### config.mk
export PLATFORM = sky130hd
export DESIGN_NAME = afu_top
export DESIGN_NICKNAME = d
export VERILOG_FILES = /design/src/design/afu_pkg.sv /design/src/design/engine_csr_if.sv /design/src/design/csr_mgr.sv /design/src/design/atomic_engine.sv /design/src/design/afu_top.sv
export SDC_FILE = /design/constraint.sdc
export NUM_CORES = 1
export LEC_CHECK = 0
export BUFFER_PORTS_ARGS = -buffer_cell sky130_fd_sc_hd__buf_2
export CAP_MARGIN = 0
export CORE_MARGIN = 4
export CORE_UTILIZATION = 40
export CTS_CLUSTER_DIAMETER = 200
export DETAILED_ROUTE_END_ITERATION = 8
export GPL_ROUTABILITY_DRIVEN = 0
export GPL_TIMING_DRIVEN = 0
export RECOVER_POWER = 25
export SLEW_MARGIN = 10
export SYNTH_ARGS = -nofsm -noshare
export SYNTH_HDL_FRONTEND = slang
export SYNTH_SLANG_ARGS = --single-unit
### constraint.sdc
create_clock -name clk -period 7.45 [get_ports clk]
set_input_delay 1.1175 -clock clk [delete_from_list [all_inputs] [get_ports clk]]
set_output_delay 1.1175 -clock clk [all_outputs]
set_load 0.01 [all_outputs]
### src/design/afu_pkg.sv
/* All widths, CSR indices and encodings for the atomic accelerator.
   The engine count is fixed at one and the design runs on a single clock. */
`default_nettype none

package afu_pkg;

    // ============================================================
    // Widths
    // ============================================================

    // CSR and memory data width
    localparam int DATA_W = 64;
    // Memory word address
    localparam int ADDR_W = 32;
    // Index within one CSR group
    localparam int CSR_IDX_W = 4;
    localparam int NUM_CSRS = 1 << CSR_IDX_W;
    // Top bit picks the group, 0 global and 1 engine
    localparam int MMIO_ADDR_W = CSR_IDX_W + 1;

    localparam int NUM_ENGINES = 1;

    // Identifier returned by global CSRs 0 and 1
    localparam logic [127:0] TEST_ID = 128'h3f0a9c52_e1b7_4d86_a24c_70d95b13e8c6;

    // ============================================================
    // Engine CSR map
    // ============================================================

    // Write: start in bit 0, opcode in bits 2:1
    // Read: active in bit 0, done in bit 1
    localparam logic [CSR_IDX_W-1:0] CSR_CTRL      = 4'd0;
    localparam logic [CSR_IDX_W-1:0] CSR_BASE      = 4'd1;
    localparam logic [CSR_IDX_W-1:0] CSR_OPERAND   = 4'd2;
    localparam logic [CSR_IDX_W-1:0] CSR_COMPARE   = 4'd3;
    localparam logic [CSR_IDX_W-1:0] CSR_COUNT     = 4'd4;
    localparam logic [CSR_IDX_W-1:0] CSR_LAST      = 4'd5;
    localparam logic [CSR_IDX_W-1:0] CSR_COMPLETED = 4'd6;

    // Atomic memory operations
    typedef enum logic [1:0] {
        OP_ADD,
        OP_SWAP,
        OP_CAS
    } atomic_op_e;

    // Engine sequencer
    typedef enum logic [1:0] {
        ST_IDLE,
        ST_ISSUE,
        ST_WAIT,
        ST_DONE
    } eng_state_e;

endpackage

`default_nettype wire

### src/design/engine_csr_if.sv
/* CSR path between the CSR manager and one engine.
   Writes are single-cycle strobes and reads are a flat combinational array. */
`default_nettype none

interface engine_csr_if;

    // Write strobe from the manager, already decoded to the engine group
    logic                               wr_en;
    logic [afu_pkg::CSR_IDX_W-1:0]      wr_idx;
    logic [afu_pkg::DATA_W-1:0]         wr_data;

    // Current value of every engine CSR
    logic [afu_pkg::DATA_W-1:0]         rd_data [afu_pkg::NUM_CSRS];

    // Engine busy with a run
    logic                               active;

    // Manager side
    modport mgr (
        output wr_en,
        output wr_idx,
        output wr_data,
        input  rd_data,
        input  active
    );

    // Engine side
    modport eng (
        input  wr_en,
        input  wr_idx,
        input  wr_data,
        output rd_data,
        output active
    );

endinterface

`default_nettype wire

### src/design/csr_mgr.sv
/* Read data arrives exactly one cycle after mmio_rd; global CSRs are read only.
   mmio_wr and mmio_rd must never be high in the same cycle. */
`default_nettype none

module csr_mgr (
    input  wire                                 clk,
    input  wire                                 rst_n,

    // Host MMIO
    input  wire                                 mmio_wr,
    input  wire                                 mmio_rd,
    input  wire  [afu_pkg::MMIO_ADDR_W-1:0]     mmio_addr,
    input  wire  [afu_pkg::DATA_W-1:0]          mmio_wdata,
    output logic                                mmio_rvalid,
    output logic [afu_pkg::DATA_W-1:0]          mmio_rdata,

    // Engine CSR group
    engine_csr_if.mgr                           eng_csr
);

    // ============================================================
    // Address split
    // ============================================================

    logic                               grp_eng;
    logic [afu_pkg::CSR_IDX_W-1:0]      csr_idx;

    // Group select in the top address bit
    assign grp_eng = mmio_addr[afu_pkg::MMIO_ADDR_W-1];
    assign csr_idx = mmio_addr[afu_pkg::CSR_IDX_W-1:0];

    // ============================================================
    // Global CSRs
    // ============================================================

    logic [afu_pkg::DATA_W-1:0]         glob_rd [afu_pkg::NUM_CSRS];

    always_comb
    begin
        // Unused global slots read as zero
        for (int i = 0; i < afu_pkg::NUM_CSRS; i++)
        begin
            glob_rd[i] = '0;
        end

        // Test identifier, low word first
        glob_rd[0] = afu_pkg::TEST_ID[63:0];
        glob_rd[1] = afu_pkg::TEST_ID[127:64];

        // Engine count in the low byte
        glob_rd[2] = {56'd0, 8'(afu_pkg::NUM_ENGINES)};
    end

    // ============================================================
    // Engine writes
    // ============================================================

    // Passed straight through, the engine registers them
    assign eng_csr.wr_en   = mmio_wr && grp_eng;
    assign eng_csr.wr_idx  = csr_idx;
    assign eng_csr.wr_data = mmio_wdata;

    // Global-group writes fall on the floor

    // ============================================================
    // Read response
    // ============================================================

    logic [afu_pkg::DATA_W-1:0]         rd_mux;

    // Pick the group for the addressed index
    always_comb
    begin
        if (grp_eng)
        begin
            rd_mux = eng_csr.rd_data[csr_idx];
        end
        else
        begin
            rd_mux = glob_rd[csr_idx];
        end
    end

    // Valid strobe, one cycle behind the request
    always_ff @(posedge clk)
    begin
        if (!rst_n)
        begin
            mmio_rvalid <= 1'b0;
        end
        else
        begin
            mmio_rvalid <= mmio_rd;
        end
    end

    // Data capture only on a read
    always_ff @(posedge clk)
    begin
        if (mmio_rd)
        begin
            mmio_rdata <= rd_mux;
        end
    end

endmodule

`default_nettype wire

### src/design/atomic_engine.sv
/* One request in flight; memory must accept every mem_req pulse.
   Configuration writes and starts are ignored while a run is active. */
`default_nettype none

module atomic_engine (
    input  wire                                 clk,
    input  wire                                 rst_n,

    // CSR access from the manager
    engine_csr_if.eng                           csrs,

    // Host memory requests
    output logic                                mem_req,
    output afu_pkg::atomic_op_e                 mem_op,
    output logic [afu_pkg::ADDR_W-1:0]          mem_addr,
    output logic [afu_pkg::DATA_W-1:0]          mem_operand,
    output logic [afu_pkg::DATA_W-1:0]          mem_compare,

    // Old word returned by memory
    input  wire                                 mem_rsp_valid,
    input  wire  [afu_pkg::DATA_W-1:0]          mem_rsp_data
);

    afu_pkg::eng_state_e                state;
    afu_pkg::atomic_op_e                op_q;

    logic [afu_pkg::ADDR_W-1:0]         base_q;
    logic [afu_pkg::ADDR_W-1:0]         count_q;
    logic [afu_pkg::ADDR_W-1:0]         completed_q;
    logic [afu_pkg::DATA_W-1:0]         operand_q;
    logic [afu_pkg::DATA_W-1:0]         compare_q;
    logic [afu_pkg::DATA_W-1:0]         last_q;

    logic                               active;
    logic                               done;
    logic                               cfg_wr;
    logic                               start;
    logic                               rsp_final;

    // ============================================================
    // Decode
    // ============================================================

    assign active = (state == afu_pkg::ST_ISSUE) || (state == afu_pkg::ST_WAIT);
    assign done   = (state == afu_pkg::ST_DONE);

    // Any CSR write taken outside a run
    assign cfg_wr = csrs.wr_en && !active;

    // Start bit on a control write
    assign start = cfg_wr && (csrs.wr_idx == afu_pkg::CSR_CTRL) && csrs.wr_data[0];

    // Response that finishes the programmed count
    assign rsp_final = mem_rsp_valid
                       && ((completed_q + afu_pkg::ADDR_W'(1)) == count_q);

    // ============================================================
    // Operand registers
    // ============================================================

    always_ff @(posedge clk)
    begin
        if (cfg_wr)
        begin
            case (csrs.wr_idx)
                afu_pkg::CSR_BASE:    base_q    <= csrs.wr_data[afu_pkg::ADDR_W-1:0];
                afu_pkg::CSR_OPERAND: operand_q <= csrs.wr_data;
                afu_pkg::CSR_COMPARE: compare_q <= csrs.wr_data;
                default: ;
            endcase
        end

        // Old value of the most recent operation
        if ((state == afu_pkg::ST_WAIT) && mem_rsp_valid)
        begin
            last_q <= mem_rsp_data;
        end
    end

    // ============================================================
    // Sequencer
    // ============================================================

    always_ff @(posedge clk)
    begin
        if (!rst_n)
        begin
            state       <= afu_pkg::ST_IDLE;
            op_q        <= afu_pkg::OP_ADD;
            count_q     <= '0;
            completed_q <= '0;
        end
        else
        begin
            if (cfg_wr && (csrs.wr_idx == afu_pkg::CSR_COUNT))
            begin
                count_q <= csrs.wr_data[afu_pkg::ADDR_W-1:0];
            end

            case (state)
                afu_pkg::ST_ISSUE:
                begin
                    // Request goes out this cycle
                    state <= afu_pkg::ST_WAIT;
                end
                afu_pkg::ST_WAIT:
                begin
                    if (mem_rsp_valid)
                    begin
                        completed_q <= completed_q + afu_pkg::ADDR_W'(1);
                        state       <= rsp_final ? afu_pkg::ST_DONE : afu_pkg::ST_ISSUE;
                    end
                end
                default:
                begin
                    // Idle or done, waiting for a start
                    if (start)
                    begin
                        op_q        <= afu_pkg::atomic_op_e'(csrs.wr_data[2:1]);
                        completed_q <= '0;
                        // Zero count finishes at once
                        if (count_q == '0)
                        begin
                            state <= afu_pkg::ST_DONE;
                        end
                        else
                        begin
                            state <= afu_pkg::ST_ISSUE;
                        end
                    end
                end
            endcase
        end
    end

    // ============================================================
    // Memory request
    // ============================================================

    assign mem_req     = (state == afu_pkg::ST_ISSUE);
    assign mem_op      = op_q;
    // Request i targets base plus i
    assign mem_addr    = base_q + completed_q;
    assign mem_operand = operand_q;
    assign mem_compare = compare_q;

    // ============================================================
    // CSR read values
    // ============================================================

    always_comb
    begin
        // Unimplemented indices read as zero
        for (int i = 0; i < afu_pkg::NUM_CSRS; i++)
        begin
            csrs.rd_data[i] = '0;
        end

        csrs.rd_data[afu_pkg::CSR_CTRL]      = {62'd0, done, active};
        csrs.rd_data[afu_pkg::CSR_BASE]      = 64'(base_q);
        csrs.rd_data[afu_pkg::CSR_OPERAND]   = operand_q;
        csrs.rd_data[afu_pkg::CSR_COMPARE]   = compare_q;
        csrs.rd_data[afu_pkg::CSR_COUNT]     = 64'(count_q);
        csrs.rd_data[afu_pkg::CSR_LAST]      = last_q;
        csrs.rd_data[afu_pkg::CSR_COMPLETED] = 64'(completed_q);
    end

    assign csrs.active = active;

endmodule

`default_nettype wire

### src/design/afu_top.sv
/* Single clock, synchronous active-low reset.
   Memory latency must be at least one cycle with no back-pressure. */
`default_nettype none

module afu_top (
    input  wire                                 clk,
    input  wire                                 rst_n,

    // Host MMIO
    input  wire                                 mmio_wr,
    input  wire                                 mmio_rd,
    input  wire  [afu_pkg::MMIO_ADDR_W-1:0]     mmio_addr,
    input  wire  [afu_pkg::DATA_W-1:0]          mmio_wdata,
    output logic                                mmio_rvalid,
    output logic [afu_pkg::DATA_W-1:0]          mmio_rdata,

    // Host memory
    output logic                                mem_req,
    output afu_pkg::atomic_op_e                 mem_op,
    output logic [afu_pkg::ADDR_W-1:0]          mem_addr,
    output logic [afu_pkg::DATA_W-1:0]          mem_operand,
    output logic [afu_pkg::DATA_W-1:0]          mem_compare,
    input  wire                                 mem_rsp_valid,
    input  wire  [afu_pkg::DATA_W-1:0]          mem_rsp_data
);

    // Engine CSR group
    engine_csr_if u_eng_csr ();

    // ============================================================
    // CSR decode
    // ============================================================

    csr_mgr u_csr_mgr (
        .clk         (clk),
        .rst_n       (rst_n),
        .mmio_wr     (mmio_wr),
        .mmio_rd     (mmio_rd),
        .mmio_addr   (mmio_addr),
        .mmio_wdata  (mmio_wdata),
        .mmio_rvalid (mmio_rvalid),
        .mmio_rdata  (mmio_rdata),
        .eng_csr     (u_eng_csr.mgr)
    );

    // ============================================================
    // Atomic engine
    // ============================================================

    atomic_engine u_engine (
        .clk           (clk),
        .rst_n         (rst_n),
        .csrs          (u_eng_csr.eng),
        .mem_req       (mem_req),
        .mem_op        (mem_op),
        .mem_addr      (mem_addr),
        .mem_operand   (mem_operand),
        .mem_compare   (mem_compare),
        .mem_rsp_valid (mem_rsp_valid),
        .mem_rsp_data  (mem_rsp_data)
    );

endmodule

`default_nettype wire

**Yosys cells after proc, flatten, opt, wreduce, memory -nomap -nowiden**

Memory sizes are Yosys's and may differ from the RTL's.
Index checks and enable logic that the tools add are counted.

- Output and inout port bits: 228
- Word-level logic and storage cells: 60
- Memories: 1
- Register bits: 357
- Memory bits (read-only): 1024

Memory list:

| name | words | bits a word | read ports | clocked after memory_dff | wr ports | RTL line | RTL |
|---|---|---|---|---|---|---|---|
| (no name shown) | 16 | 64 | 1 | 0 | 0 | csr_mgr.sv:80 | `rd_mux = glob_rd[csr_idx];` |

- $lt $le $gt $ge: 1
- Muxes and demuxes: 14
- Equality and inequality tests: 9
- Bitwise logic cells: 3
- Add/subtract/negate cells: 2
- Reduce and logical (&&, ||, !) cells: 20

Operators with widths:

| operator | number |
|---|---|
| $mux 64 | 5 |
| $bmux 64 s4 | 1 |
| $mux 32 | 2 |
| $pmux 32 s2 | 1 |
| $add 32x1->32 const B | 1 |
| $add 32x32->32 | 1 |
| $eq 32x32->1 | 1 |
| $logic_not 32->1 | 1 |
| $reduce_and 2->1 | 5 |
| $eq 4x2->1 const B | 2 |
| $mux 2 | 4 |
| $logic_and 1x1->1 | 7 |
| $ge 5x5->1 const B | 1 |
| $not 4->5 | 1 |
| $eq 2x2->1 const B | 2 |
| $eq 4x1->1 const B | 1 |
| $eq 4x3->1 const B | 1 |
| $logic_not 4->1 | 1 |
| $pmux 2 s2 | 1 |
| $reduce_and 3->1 | 1 |
| $reduce_bool 3->1 | 1 |
| $eq 2x1->1 const B | 1 |
| $ne 2x2->1 const B | 1 |
| $not 1->1 | 2 |
| 4 further kinds | 4 |

**Longest topological paths before layout**

Gate-level depths: netlist of run 1.

- Depth in word-level cells: 8
- Mapped depth: 11

**Modules after synthesis**

A second synthesis of run 1 with hierarchy kept.

- Cells, all modules: 2587
- Area total of the unflattened synthesis: 29398.2 um^2

By module, submodules not included:

| module | cells each | seq. area each (um^2) | times used | area an instance (um^2) |
|---|---|---|---|---|
| atomic_engine | 1838 | 8087.8 | 1 | 18849.3 |
| csr_mgr | 749 | 1941.9 | 1 | 10548.9 |

**Worst setup path before layout of run 1**

No wires, ideal clock.

- Kind: in2reg
- Start point: input port mmio_addr[3] (netlist bit)
- End point: register u_engine.compare_q, in the netlist u_engine.mem_compare[0] (enable)
- Cell stages on the path: 3
- Required time: 6.885 ns
- Arrival: 5.900 ns
- Path buffers: 1
- Setup slack: 0.985 ns
- Path through: clkbuf_1 -> nand2b_1 -> nor3_1

- Longest elaborated chain between the ends: 2

Ends and longest elaborated chain:

| item | RTL line | RTL |
|---|---|---|
| start: declaration | afu_top.sv:12 | `input wire [afu_pkg::MMIO_ADDR_W-1:0] mmio_addr,` |
| $eq 4x2->1 | atomic_engine.sv:65 | `case (csrs.wr_idx)` |
| $reduce_and 2->1 (no source line) | -- |  |
| end signal: assignment | atomic_engine.sv:68 | `afu_pkg::CSR_COMPARE: compare_q <= csrs.wr_data;` |
| end: declaration | atomic_engine.sv:31 | `logic [afu_pkg::DATA_W-1:0] compare_q;` |

Every way passes these cells.
A chain may end at the register's enable or synchronous reset.

**Final worst setup path of run 1**

- Start point: register u_engine.completed_q[0] (netlist bit)
- End point: output port mem_addr[28] (netlist bit)

- Longest elaborated chain between the ends: 1

Ends and longest elaborated chain:

| item | RTL line | RTL |
|---|---|---|
| start: declaration | atomic_engine.sv:29 | `logic [afu_pkg::ADDR_W-1:0] completed_q;` |
| start signal: assignment | atomic_engine.sv:110 | `completed_q <= completed_q + afu_pkg::ADDR_W'(1);` |
| $add 32x32->32 | atomic_engine.sv:143 | `assign mem_addr = base_q + completed_q;` |
| end: declaration | afu_top.sv:20 | `output logic [afu_pkg::ADDR_W-1:0] mem_addr,` |

Every way passes these cells.

==> results of run 1 <==
==> layout make-up <==
| class | instances | area [µm²] | share of cell area [%] |
|---|---|---|---|
| diodes | 6 | 15.01 | 0.06904 |
| well taps | 592 | 740.7 | 3.406 |
| inverters | 32 | 122.6 | 0.5639 |
| repair buffers | 380 | 1943 | 8.936 |
| clock inverters | 17 | 110.1 | 0.5063 |
| plain buffers | 224 | 1330 | 6.116 |
| flip-flops and latches | 357 | 10030 | 46.12 |
| multi-input cells | 989 | 6441 | 29.62 |
| clock buffers | 49 | 1013 | 4.661 |
==> critical path, delay by kind of cell (launching register included) <==
family	cells	cell delay (ns)
DFF	1	0.52
AOI/OAI and AO/OA	5	1.63
and+or+nand+nor	3	0.81
buffers and inverters	2	0.24
adders and majority gates	2	0.67
==> power by group <==
group,internal [µW],switching [µW]
sequential,2260,41.9
clock,994,779
combinational,171,356
==> worst min path at each step <==
| stage | from | endpoint | slack (ns) | depth (start not counted) |
|---|---|---|---|---|
| after floorplan | u_engine.count_q[22]$_SDFFE_PN0P_ | u_engine.count_q[22]$_SDFFE_PN0P_ | 0.48 | 2 |
| after global placement | u_engine.count_q[30]$_SDFFE_PN0P_ | u_engine.count_q[30]$_SDFFE_PN0P_ | 0.50 | 2 |
| after detailed placement | u_engine.count_q[11]$_SDFFE_PN0P_ | u_engine.count_q[11]$_SDFFE_PN0P_ | 0.50 | 2 |
| after CTS | u_engine.count_q[11]$_SDFFE_PN0P_ | u_engine.count_q[11]$_SDFFE_PN0P_ | 0.51 | 2 |
| after global routing | u_engine.count_q[20]$_SDFFE_PN0P_ | u_engine.count_q[20]$_SDFFE_PN0P_ | 0.54 | 2 |
| final | u_engine.count_q[11]$_SDFFE_PN0P_ | u_engine.count_q[11]$_SDFFE_PN0P_ | 0.51 | 2 |
==> sequential cells by signal, summed over array words and instances, names as in the netlist <==
signal,count
u_csr_mgr.mmio_rdata,64
u_engine.last_q,64
u_engine.mem_compare,64
u_engine.mem_op,2
u_engine.state,2
u_engine.completed_q,32
u_csr_mgr.mmio_rvalid,1
u_engine.base_q,32
u_engine.count_q,32
u_engine.mem_operand,64
==> synthesized netlist by cell type, drive strengths merged, types with 3 or more instances <==
library cell and instances:
nand4 18, nor3 27, a221oi 24, a31oi 7, nor2 96, and4 7, o31ai 6, mux2 22
nand3 35, edfxtp 288, a32oi 3, mux2i 35, or2 7, ha 36, xor2 20, or3 7
nor4 19, a211o 3, o311ai 3, clkbuf 83, o21bai 6, nor3b 4, nand2b 9, or4 6
a22oi 16, a21oi 86, buf 141, and3 18, a21o 12, o21a 8, and2 12, dfxtp 69
nor2b 30, a211oi 12, a222oi 32, a21boi 36, inv 32, nand2 145, o211ai 4, o21ai 104
xnor2 47
==> logic make-up after synthesis <==
kind of cell,share of synthesized area (%)
buffers and inverters,8.100
flip-flops,56.02
multiplexers,3.592
AO/OA/AOI/OAI,14.25
adder cells (fa/ha/maj),2.628
XOR/XNOR,3.278
AND/OR/NAND/NOR,12.13
==> metal layers <==
metal	share of wire, %	vias up	track usage [%]
li1	-	6688	-
met2	46	830	39.51
met1	41	7249	34.75
met3	9.5	131	6.191
met4	3.7	2	9.627
met5	0.020	-	0
==> metrics by stage <==
| step | util (%) | TNS [ns] |
|---|---|---|
| 2_1_floorplan | - | 0 |
| 3_3_place_gp | 46.27 | -387.37 |
| 3_5_place_dp | 46.76 | 0 |
| 4_1_cts | 49.30 | 0 |
| 5_1_grt | 49.17 | 0 |
| 6_report | 49.18 | 0 |
==> run summary, run 1 <==
Post-DP Area: 20680 µm²
initial antenna violation count: 7
Setup WS pre-CTS: 2.384 ns
Mapped Cells: 1602
Main synth FF type: edfxtp_1
chip height: 219.6 µm
Final Hold Violating Endpoints: 0
vias per cell: 5.631
core area: 44220 µm²
max-slew headroom at the worst pin: 22.77%
sequential-to-total area share from yosys stat: 56.02%
# port buffers: 363
fmax: 181.0 MHz
Worst EP required: 6.33 ns
period utilisation layout: 74.17%
Cell variety after synth: 72
fill count: 4094
final setup vio count: 0
Arrival @ worst endpoint: 4.41 ns
slowest stage delay, CP: 0.70 ns
# rows: 77
setup ws final: 1.924 ns
synthesized area: 17900 µm²
Crit. Startpoint: u_engine.completed_q[0]$_SDFFE_PN0P_
CP Max Fanout: 9
post-synth top area share: 48.31%
commonest non-fill, non-tap cell in the layout: buf_2
status: finished clean
wire length per cell: 24.51 µm
ratio of cells with drive above 1 in the final layout: 26.81%
PnR Total Power: 4603 µW
reg-to-reg slack, setup: 4.17 ns
commonest non-fill, non-tap cells in the layout: buf_2, edfxtp_1, clkbuf_1
minimum clock period: 5.526 ns
dominant cell type by area after synthesis: edfxtp_1
CTS tree: yes
largest net degree at the start of global routing: 49
Cell Chain, Critical Path: ha_1, inv_1, fa_1, nor2b_1, o31a_1, o21ai_1, o31ai_1, o21ai_1, o21ai_1, nor4_1, or4_1, buf_2
maxcap violations: 0
CP most frequent cell: o21ai_1
H-tree depth: 2
clk buf depth: 3
Seq cells post-synth: 357
hold buffers post-CTS: 0
Reg2Reg Launch Point: u_engine.completed_q[0]$_SDFFE_PN0P_
Least-Margin Pin Slew: 1.150 ns
leakage power: 0.008331 µW
post-DP HPWL: 49760 µm
r2r worst-path depth: 10
RSZ-0062 raised after global routing: no
syn_area_per_cell: 11.17 µm²
vias in the first global route: 14326
Synthesized Nets: 1777
worst hold path class: reg2reg
routed vias: 14900
number of synthesized flops with an enable pin: 288
global-route wire length before repair: 91140 µm
Power Dens Cells: 211.7 nW/µm²
die area: 48200 µm²
Max IR drop VDD: 147.3 µV
ANT nets after route: 0
crit start category: flip-flop
max-slew violation count: 0
CP Class: reg2out
GRT Resource Usage Total: 25.48%
Worst setup EP type: output pin
R2R Path End: u_engine.state[1]$_SDFFE_PN0P_
synth-to-layout area growth: 21.47%
fin cells: 2646
First-pass DRT Iterations: 6
DRT iter0 DRCs: 1596
Residual DRC: 0
Clock transition at path regs: 0.06 ns
setup bufs post-CTS: 0
Setup crit end: mem_addr[28]
skew final: 0.01979 ns
Skew-Pair Late Insertion Delay: 0.55 ns
final wirelength: 64840 µm
die width: 219.6 µm
Final nets: 2197
main area contributors after synthesis: edfxtp_1, dfxtp_1, buf_4
Slowest cell on crit path: o31ai_1
TritonCTS Buffers: 38
fraction of registers with async set or reset after synthesis: 0%
post-CTS sizing: 0
clk root buf: clkbuf_16
Final Hold Slack: 0.5135 ns
Remaining Overflow, GRT: 0
CTS Sinks: 357
Top Ports: 366
post-route cell area: 21750 µm²
placed cells: 2574
Warnings, synthesis: 0
Initial Util: 40.48%
Power figures use the tool's default switching activity.
==> inputs of run 2 (changes only) <==
==> constraint.sdc (replaced) <==
create_clock -name clk -period 5.6 [get_ports clk]
set_input_delay 0.84 -clock clk [delete_from_list [all_inputs] [get_ports clk]]
set_output_delay 0.84 -clock clk [all_outputs]
set_load 0.01 [all_outputs]
==> run summary, run 2 (synthesized netlist as in run 1, its figures left out) <==
status: finished clean
Worst EP required: 4.76 ns (-1.57 ns)
Initial Util: 40.48% (unchanged)
leakage power: 0.008386 µW (+0.66%)
# rows: 77 (unchanged)
Least-Margin Pin Slew: 1.220 ns (+0.07019 ns)
skew final: 0.01804 ns (-0.001745 ns)
Max IR drop VDD: 267.9 µV (+82%)
Worst setup EP type: output pin
largest net degree at the start of global routing: 46 (-6.1%)
FF+latch area: 10030 µm² (unchanged)
chip height: 219.6 µm (unchanged)
CP Class: reg2out
RSZ-0062 raised after global routing: no
initial antenna violation count: 11 (+4)
setup TNS: 0 ns (unchanged)
post-CTS sizing: 0 (unchanged)
minimum clock period: 5.136 ns
max-slew violation count: 0 (unchanged)
CTS tree: yes
worst hold path class: in2reg
Crit path buffers/inverters: 2 (unchanged)
Final Hold Violating Endpoints: 0 (unchanged)
hold buffers post-CTS: 0 (unchanged)
routed vias: 14982 (+0.55%)
reg-to-reg slack, setup: 2.34 ns (-1.83 ns)
Skew-Pair Late Insertion Delay: 0.54 ns (about the same)
commonest non-fill, non-tap cell in the layout: buf_2
DRT iter0 DRCs: 1429 (-10%)
post-route cell area: 21890 µm² (+0.67%)
max-slew headroom at the worst pin: 18.05% (-4.7 points)
fmax: 194.7 MHz
Layout Utilization: 49.50% (+0.33 points)
Residual DRC: 0 (unchanged)
Post-DP Area: 20750 µm² (+0.36%)
Worst Hold Path EP: u_engine.last_q[34]$_DFFE_PP_
die width: 219.6 µm (unchanged)
Slowest cell on crit path: o31ai_1
Clock transition at path regs: 0.06 ns (about the same)
GRT Resource Usage Total: 25.41% (-0.072 points)
CP most frequent cell: o21ai_1
vias per cell: 5.658 (+0.47%)
Arrival @ worst endpoint: 4.30 ns (-0.11 ns)
r2r worst-path depth: 10 (unchanged)
core area: 44220 µm² (unchanged)
crit start category: flip-flop
Multi-input gate area: 6447 µm² (about the same)
Final nets: 2195 (-0.091%)
CTS Sinks: 357 (unchanged)
final wirelength: 64430 µm (-0.64%)
Cell Chain, Critical Path: ha_1, inv_1, fa_1, nor2b_1, o31a_1, o21ai_1, o31ai_1, o21ai_1, o21ai_1, nor4_1, or4_1, buf_2
ratio of cells with drive above 1 in the final layout: 27.20% (+0.39 points)
fill count: 4077 (-0.42%)
clk root buf: clkbuf_16
First-pass DRT Iterations: 7 (+1)
Final Hold Slack: 0.4692 ns (-0.04432 ns)
Reg2Reg Launch Point: u_engine.completed_q[0]$_SDFFE_PN0P_
maxcap violations: 0 (unchanged)
slowest stage delay, CP: 0.69 ns (about the same)
final setup vio count: 0 (unchanged)
Power Dens Cells: 283.3 nW/µm² (+34%)
Remaining Overflow, GRT: 0 (unchanged)
family with the most delay on the worst path: compound AO/OA/AOI/OAI gates
global-route wire length before repair: 91640 µm (+0.54%)
wire length per cell: 24.33 µm (-0.71%)
Worst Hold Launch: mem_rsp_data[34]
# port buffers: 363 (unchanged)
synth-to-layout area growth: 22.28%
setup bufs post-CTS: 0 (unchanged)
vias in the first global route: 14374 (+0.34%)
period utilisation layout: 91.72%
R2R Path End: u_engine.state[1]$_SDFFE_PN0P_
clk buf depth: 3 (unchanged)
Top Ports: 366 (unchanged)
ANT nets after route: 0 (unchanged)
CP Max Fanout: 9 (unchanged)
H-tree depth: 2 (unchanged)
Hold Path Depth: 1 (-1)
Crit. Startpoint: u_engine.completed_q[0]$_SDFFE_PN0P_
TritonCTS Buffers: 38 (unchanged)
post-DP HPWL: 49830 µm (+0.15%)
die area: 48200 µm² (unchanged)
commonest non-fill, non-tap cells in the layout: buf_2, edfxtp_1, nand2_1
[run 2: cell count changes in the layout (fill, tap and decap cells not counted), sizes merged]
cell / before / now
buf: 464 / 465
clkbuf: 189 / 185
clkinv: 14 / 16
clkinvlp: 1 / 3
diode: 6 / 8
inv: 33 / 32
[run 2: final cells by class]
class | instances | area share (%)
well taps | 592 | 3.384
clock buffers | 48 | 4.704
plain buffers | 224 | 6.076
repair buffers | 378 | 9.208
multi-input cells | 989 | 29.45
flip-flops and latches | 357 | 45.82
clock inverters | 20 | 0.7087
inverters | 32 | 0.5601
diodes | 8 | 0.09145
[run 2: where the power goes]
part	internal, µW	switching (µW)
sequential	3010	56.6
clock	1360	1080
combinational	230	469
[run 2: through the flow]
| stage | total power [µW] | std cells | setup slack (ns) |
|---|---|---|---|
| after floorplan | 3478 | 1602 | 0.1258 |
| after global placement | 3792 | 2557 | -3.317 |
| after detailed placement | 3814 | 2572 | 0.8332 |
| after CTS | 6224 | 2640 | 0.3738 |
| after global routing | 6399 | 2646 | 0.1220 |
| final | 6202 | 2648 | 0.4638 |
[run 2: how the worst max path moves through the flow]
stage                                    endpoint  depth (start not counted)
6_report                             mem_addr[28]                         12
5_1_grt                              mem_addr[28]                         12
4_1_cts                              mem_addr[28]                         12
3_5_place_dp   u_engine.mem_operand[28]$_DFFE_PP_                          9
3_3_place_gp   u_engine.mem_operand[41]$_DFFE_PP_                          7
2_1_floorplan   u_engine.mem_operand[0]$_DFFE_PP_                          6
[run 2: routing by layer]
layer | global-route usage [%] | routed length (µm) | vias to the layer above
li1 | - | - | 6693
met1 | 34.74 | 26130 | 7315
met2 | 39.76 | 29320 | 836
met3 | 5.916 | 6453 | 134
met4 | 9.058 | 2499 | 4
met5 | 0 | 25 | -
==> inputs of run 3 (changes only) <==
--- a/config.mk
+++ b/config.mk
@@ -13,6 +13,7 @@
 export DETAILED_ROUTE_END_ITERATION = 8
 export GPL_ROUTABILITY_DRIVEN = 0
 export GPL_TIMING_DRIVEN = 0
+export PLACE_DENSITY_LB_ADDON = 0.08
 export RECOVER_POWER = 25
 export SLEW_MARGIN = 10
 export SYNTH_ARGS = -nofsm -noshare
==> run summary, run 3 (synthesized netlist as in run 1, its figures left out) <==
Layout Utilization: 49.90% (+0.39 points)
Arrival @ worst endpoint: 4.36 ns (+0.06 ns)
DRT iter0 DRCs: 1792 (+25%)
Clock transition at path regs: 0.06 ns (about the same)
Top Ports: 366 (unchanged)
core area: 44220 µm² (unchanged)
ANT nets after route: 0 (unchanged)
Least-Margin Pin Slew: 1.061 ns (-0.1589 ns)
period utilisation layout: 92.79% (+1.1 points)
commonest non-fill, non-tap cell in the layout: buf_2
routed vias: 14823 (-1.1%)
# rows: 77 (unchanged)
Crit path buffers/inverters: 2 (unchanged)
largest net degree at the start of global routing: 55 (+20%)
status: finished clean
worst hold path class: in2reg
slowest stage delay, CP: 0.73 ns (+0.04 ns)
synth-to-layout area growth: 23.25%
clk root buf: clkbuf_16
Worst Hold Path EP: u_engine.last_q[9]$_DFFE_PP_
Sw Ratio: 25.02% (-0.86 points)
fill count: 4164 (+2.1%)
chip height: 219.6 µm (unchanged)
Initial Util: 40.48% (unchanged)
Final nets: 2198 (+0.14%)
Worst Hold Launch: mem_rsp_data[9]
commonest non-fill, non-tap cells in the layout: buf_2, edfxtp_1, nand2_1
PnR Total Power: 6537 µW (+5.4%)
Switch Pwr: 1635 µW (+1.9%)
fmax: 192.4 MHz (-1.2%)
vias in the first global route: 14133 (-1.7%)
TritonCTS Buffers: 40 (+5.3%)
Multi-input gate area: 6452 µm² (about the same)
GRT Resource Usage Total: 25.39% (about the same)
Final Hold Slack: 0.4553 ns (-0.01385 ns)
FF+latch area: 10030 µm² (unchanged)
Int Pwr: 4902 µW (+6.6%)
CP Class: reg2out
minimum clock period: 5.196 ns (+0.06004 ns)
die width: 219.6 µm (unchanged)
CTS Sinks: 357 (unchanged)
vias per cell: 5.602 (-0.99%)
die area: 48200 µm² (unchanged)
# port buffers: 363 (unchanged)
clk buf depth: 3 (unchanged)
maxcap violations: 0 (unchanged)
Worst EP required: 4.76 ns (about the same)
First-pass DRT Iterations: 7 (unchanged)
RSZ-0062 raised after global routing: no
met2 Use GR: 40.36% (+0.60 points)
CP most frequent cell: o21ai_1
global-route wire length before repair: 91410 µm (-0.25%)
CTS tree: yes
Seq pwr share: 46.9% (-2.5 points)
setup ws final: 0.4037 ns (-0.06004 ns)
family with the most delay on the worst path: compound AO/OA/AOI/OAI gates
post-CTS sizing: 0 (unchanged)
initial antenna violation count: 5 (-6)
Reg2Reg Launch Point: u_engine.completed_q[0]$_SDFFE_PN0P_
R2R Path End: u_engine.state[1]$_SDFFE_PN0P_
max-slew violation count: 0 (unchanged)
met1 Track Usage GR: 36.44% (+1.7 points)
Worst setup EP type: output pin
post-DP HPWL: 49290 µm (-1.1%)
Residual DRC: 0 (unchanged)
Remaining Overflow, GRT: 0 (unchanged)
crit start category: flip-flop
leakage power: 0.008490 µW (+1.2%)
hold buffers post-CTS: 0 (unchanged)
Slowest cell on crit path: o31ai_1
Power Dens Cells: 296.3 nW/µm² (+4.6%)
Clk network pwr share: 42.4% (+3.1 points)
max-slew headroom at the worst pin: 29.27% (+11 points)
Final Hold Violating Endpoints: 0 (unchanged)
wire length per cell: 24.15 µm (-0.74%)
CP Max Fanout: 9 (unchanged)
final setup vio count: 0 (unchanged)
GRT busiest layer: met2
Comb power frac: 10.7% (-0.6 points)
setup bufs post-CTS: 0 (unchanged)
Setup WS pre-CTS: 0.7655 ns (-0.06770 ns)
r2r worst-path depth: 10 (unchanged)
met3 usage: 4.026% (-1.9 points)
reg-to-reg slack, setup: 2.36 ns (+0.02 ns)
setup TNS: 0 ns (unchanged)
final wirelength: 63900 µm (-0.82%)
skew final: 0.01394 ns (-0.004099 ns)
H-tree depth: 2 (unchanged)
Cell Chain, Critical Path: ha_1, inv_1, fa_1, nor2b_1, o31a_1, o21ai_1, o31ai_1, o21ai_1, o21ai_1, nor4_1, or4_1, buf_2
Skew-Pair Late Insertion Delay: 0.56 ns (+0.02 ns)
Max IR drop VDD: 185.6 µV (-31%)
ratio of cells with drive above 1 in the final layout: 27.58% (+0.39 points)
Hold Path Depth: 1 (unchanged)
==> run 3: cell types whose count changed in the layout (fill, tap and decap cells not counted), sizes merged <==
cell / before / now
clkinvlp: 3 / 1
bufinv: 1 / 7
buf: 465 / 471
clkinv: 16 / 11
clkbuf: 185 / 181
diode: 8 / 2
inv: 32 / 35
==> run 3: per-layer routing <==
metal  wire [µm]  vias up
li1            -     6699
met1       27810     7334
met2       29570      698
met3        4922       86
met4        1561        6
met5          44        -
==> run 3: worst max path at each step <==
stage	startpoint	endpoint	slack (ns)	depth (start not counted)
6_report	u_engine.completed_q[0]$_SDFFE_PN0P_	mem_addr[28]	0.40	12
5_1_grt	u_engine.completed_q[0]$_SDFFE_PN0P_	mem_addr[28]	0.07	12
4_1_cts	u_engine.completed_q[0]$_SDFFE_PN0P_	mem_addr[28]	0.35	12
3_5_place_dp	mmio_addr[1]	u_engine.mem_operand[48]$_DFFE_PP_	0.77	9
3_3_place_gp	mmio_addr[1]	u_engine.mem_operand[41]$_DFFE_PP_	-3.55	7
2_1_floorplan	mmio_addr[1]	u_engine.mem_operand[0]$_DFFE_PP_	0.13	6
==> run 3: cell type report <==
| class | count | area share (%) |
|---|---|---|
| sequential | 357 | 45.45 |
| multi-input combinational | 989 | 29.24 |
| timing repair buffer | 379 | 9.164 |
| buffer | 224 | 6.028 |
| clock buffer | 49 | 4.735 |
| tap | 592 | 3.357 |
| clock inverter | 22 | 1.440 |
| inverter | 32 | 0.5557 |
| antenna | 2 | 0.02268 |
==> run 3: power by group through the flow <==
stage / combinational (µW) / sequential, µW / clock, µW
after floorplan: 357 / 3120 / 0
after global placement: 667 / 3130 / 0
after detailed placement: 697 / 3120 / 0
after CTS: 700 / 3060 / 2810
after global routing: 761 / 3070 / 2920
final: 700 / 3070 / 2770
==> run 3: metrics by stage <==
stage          instances  instance area, µm²
6_report            2646               22060
5_1_grt             2645               22060
4_1_cts             2644               22120
3_5_place_dp        2573               20750
3_3_place_gp        2557               20460
2_1_floorplan       1602               17910
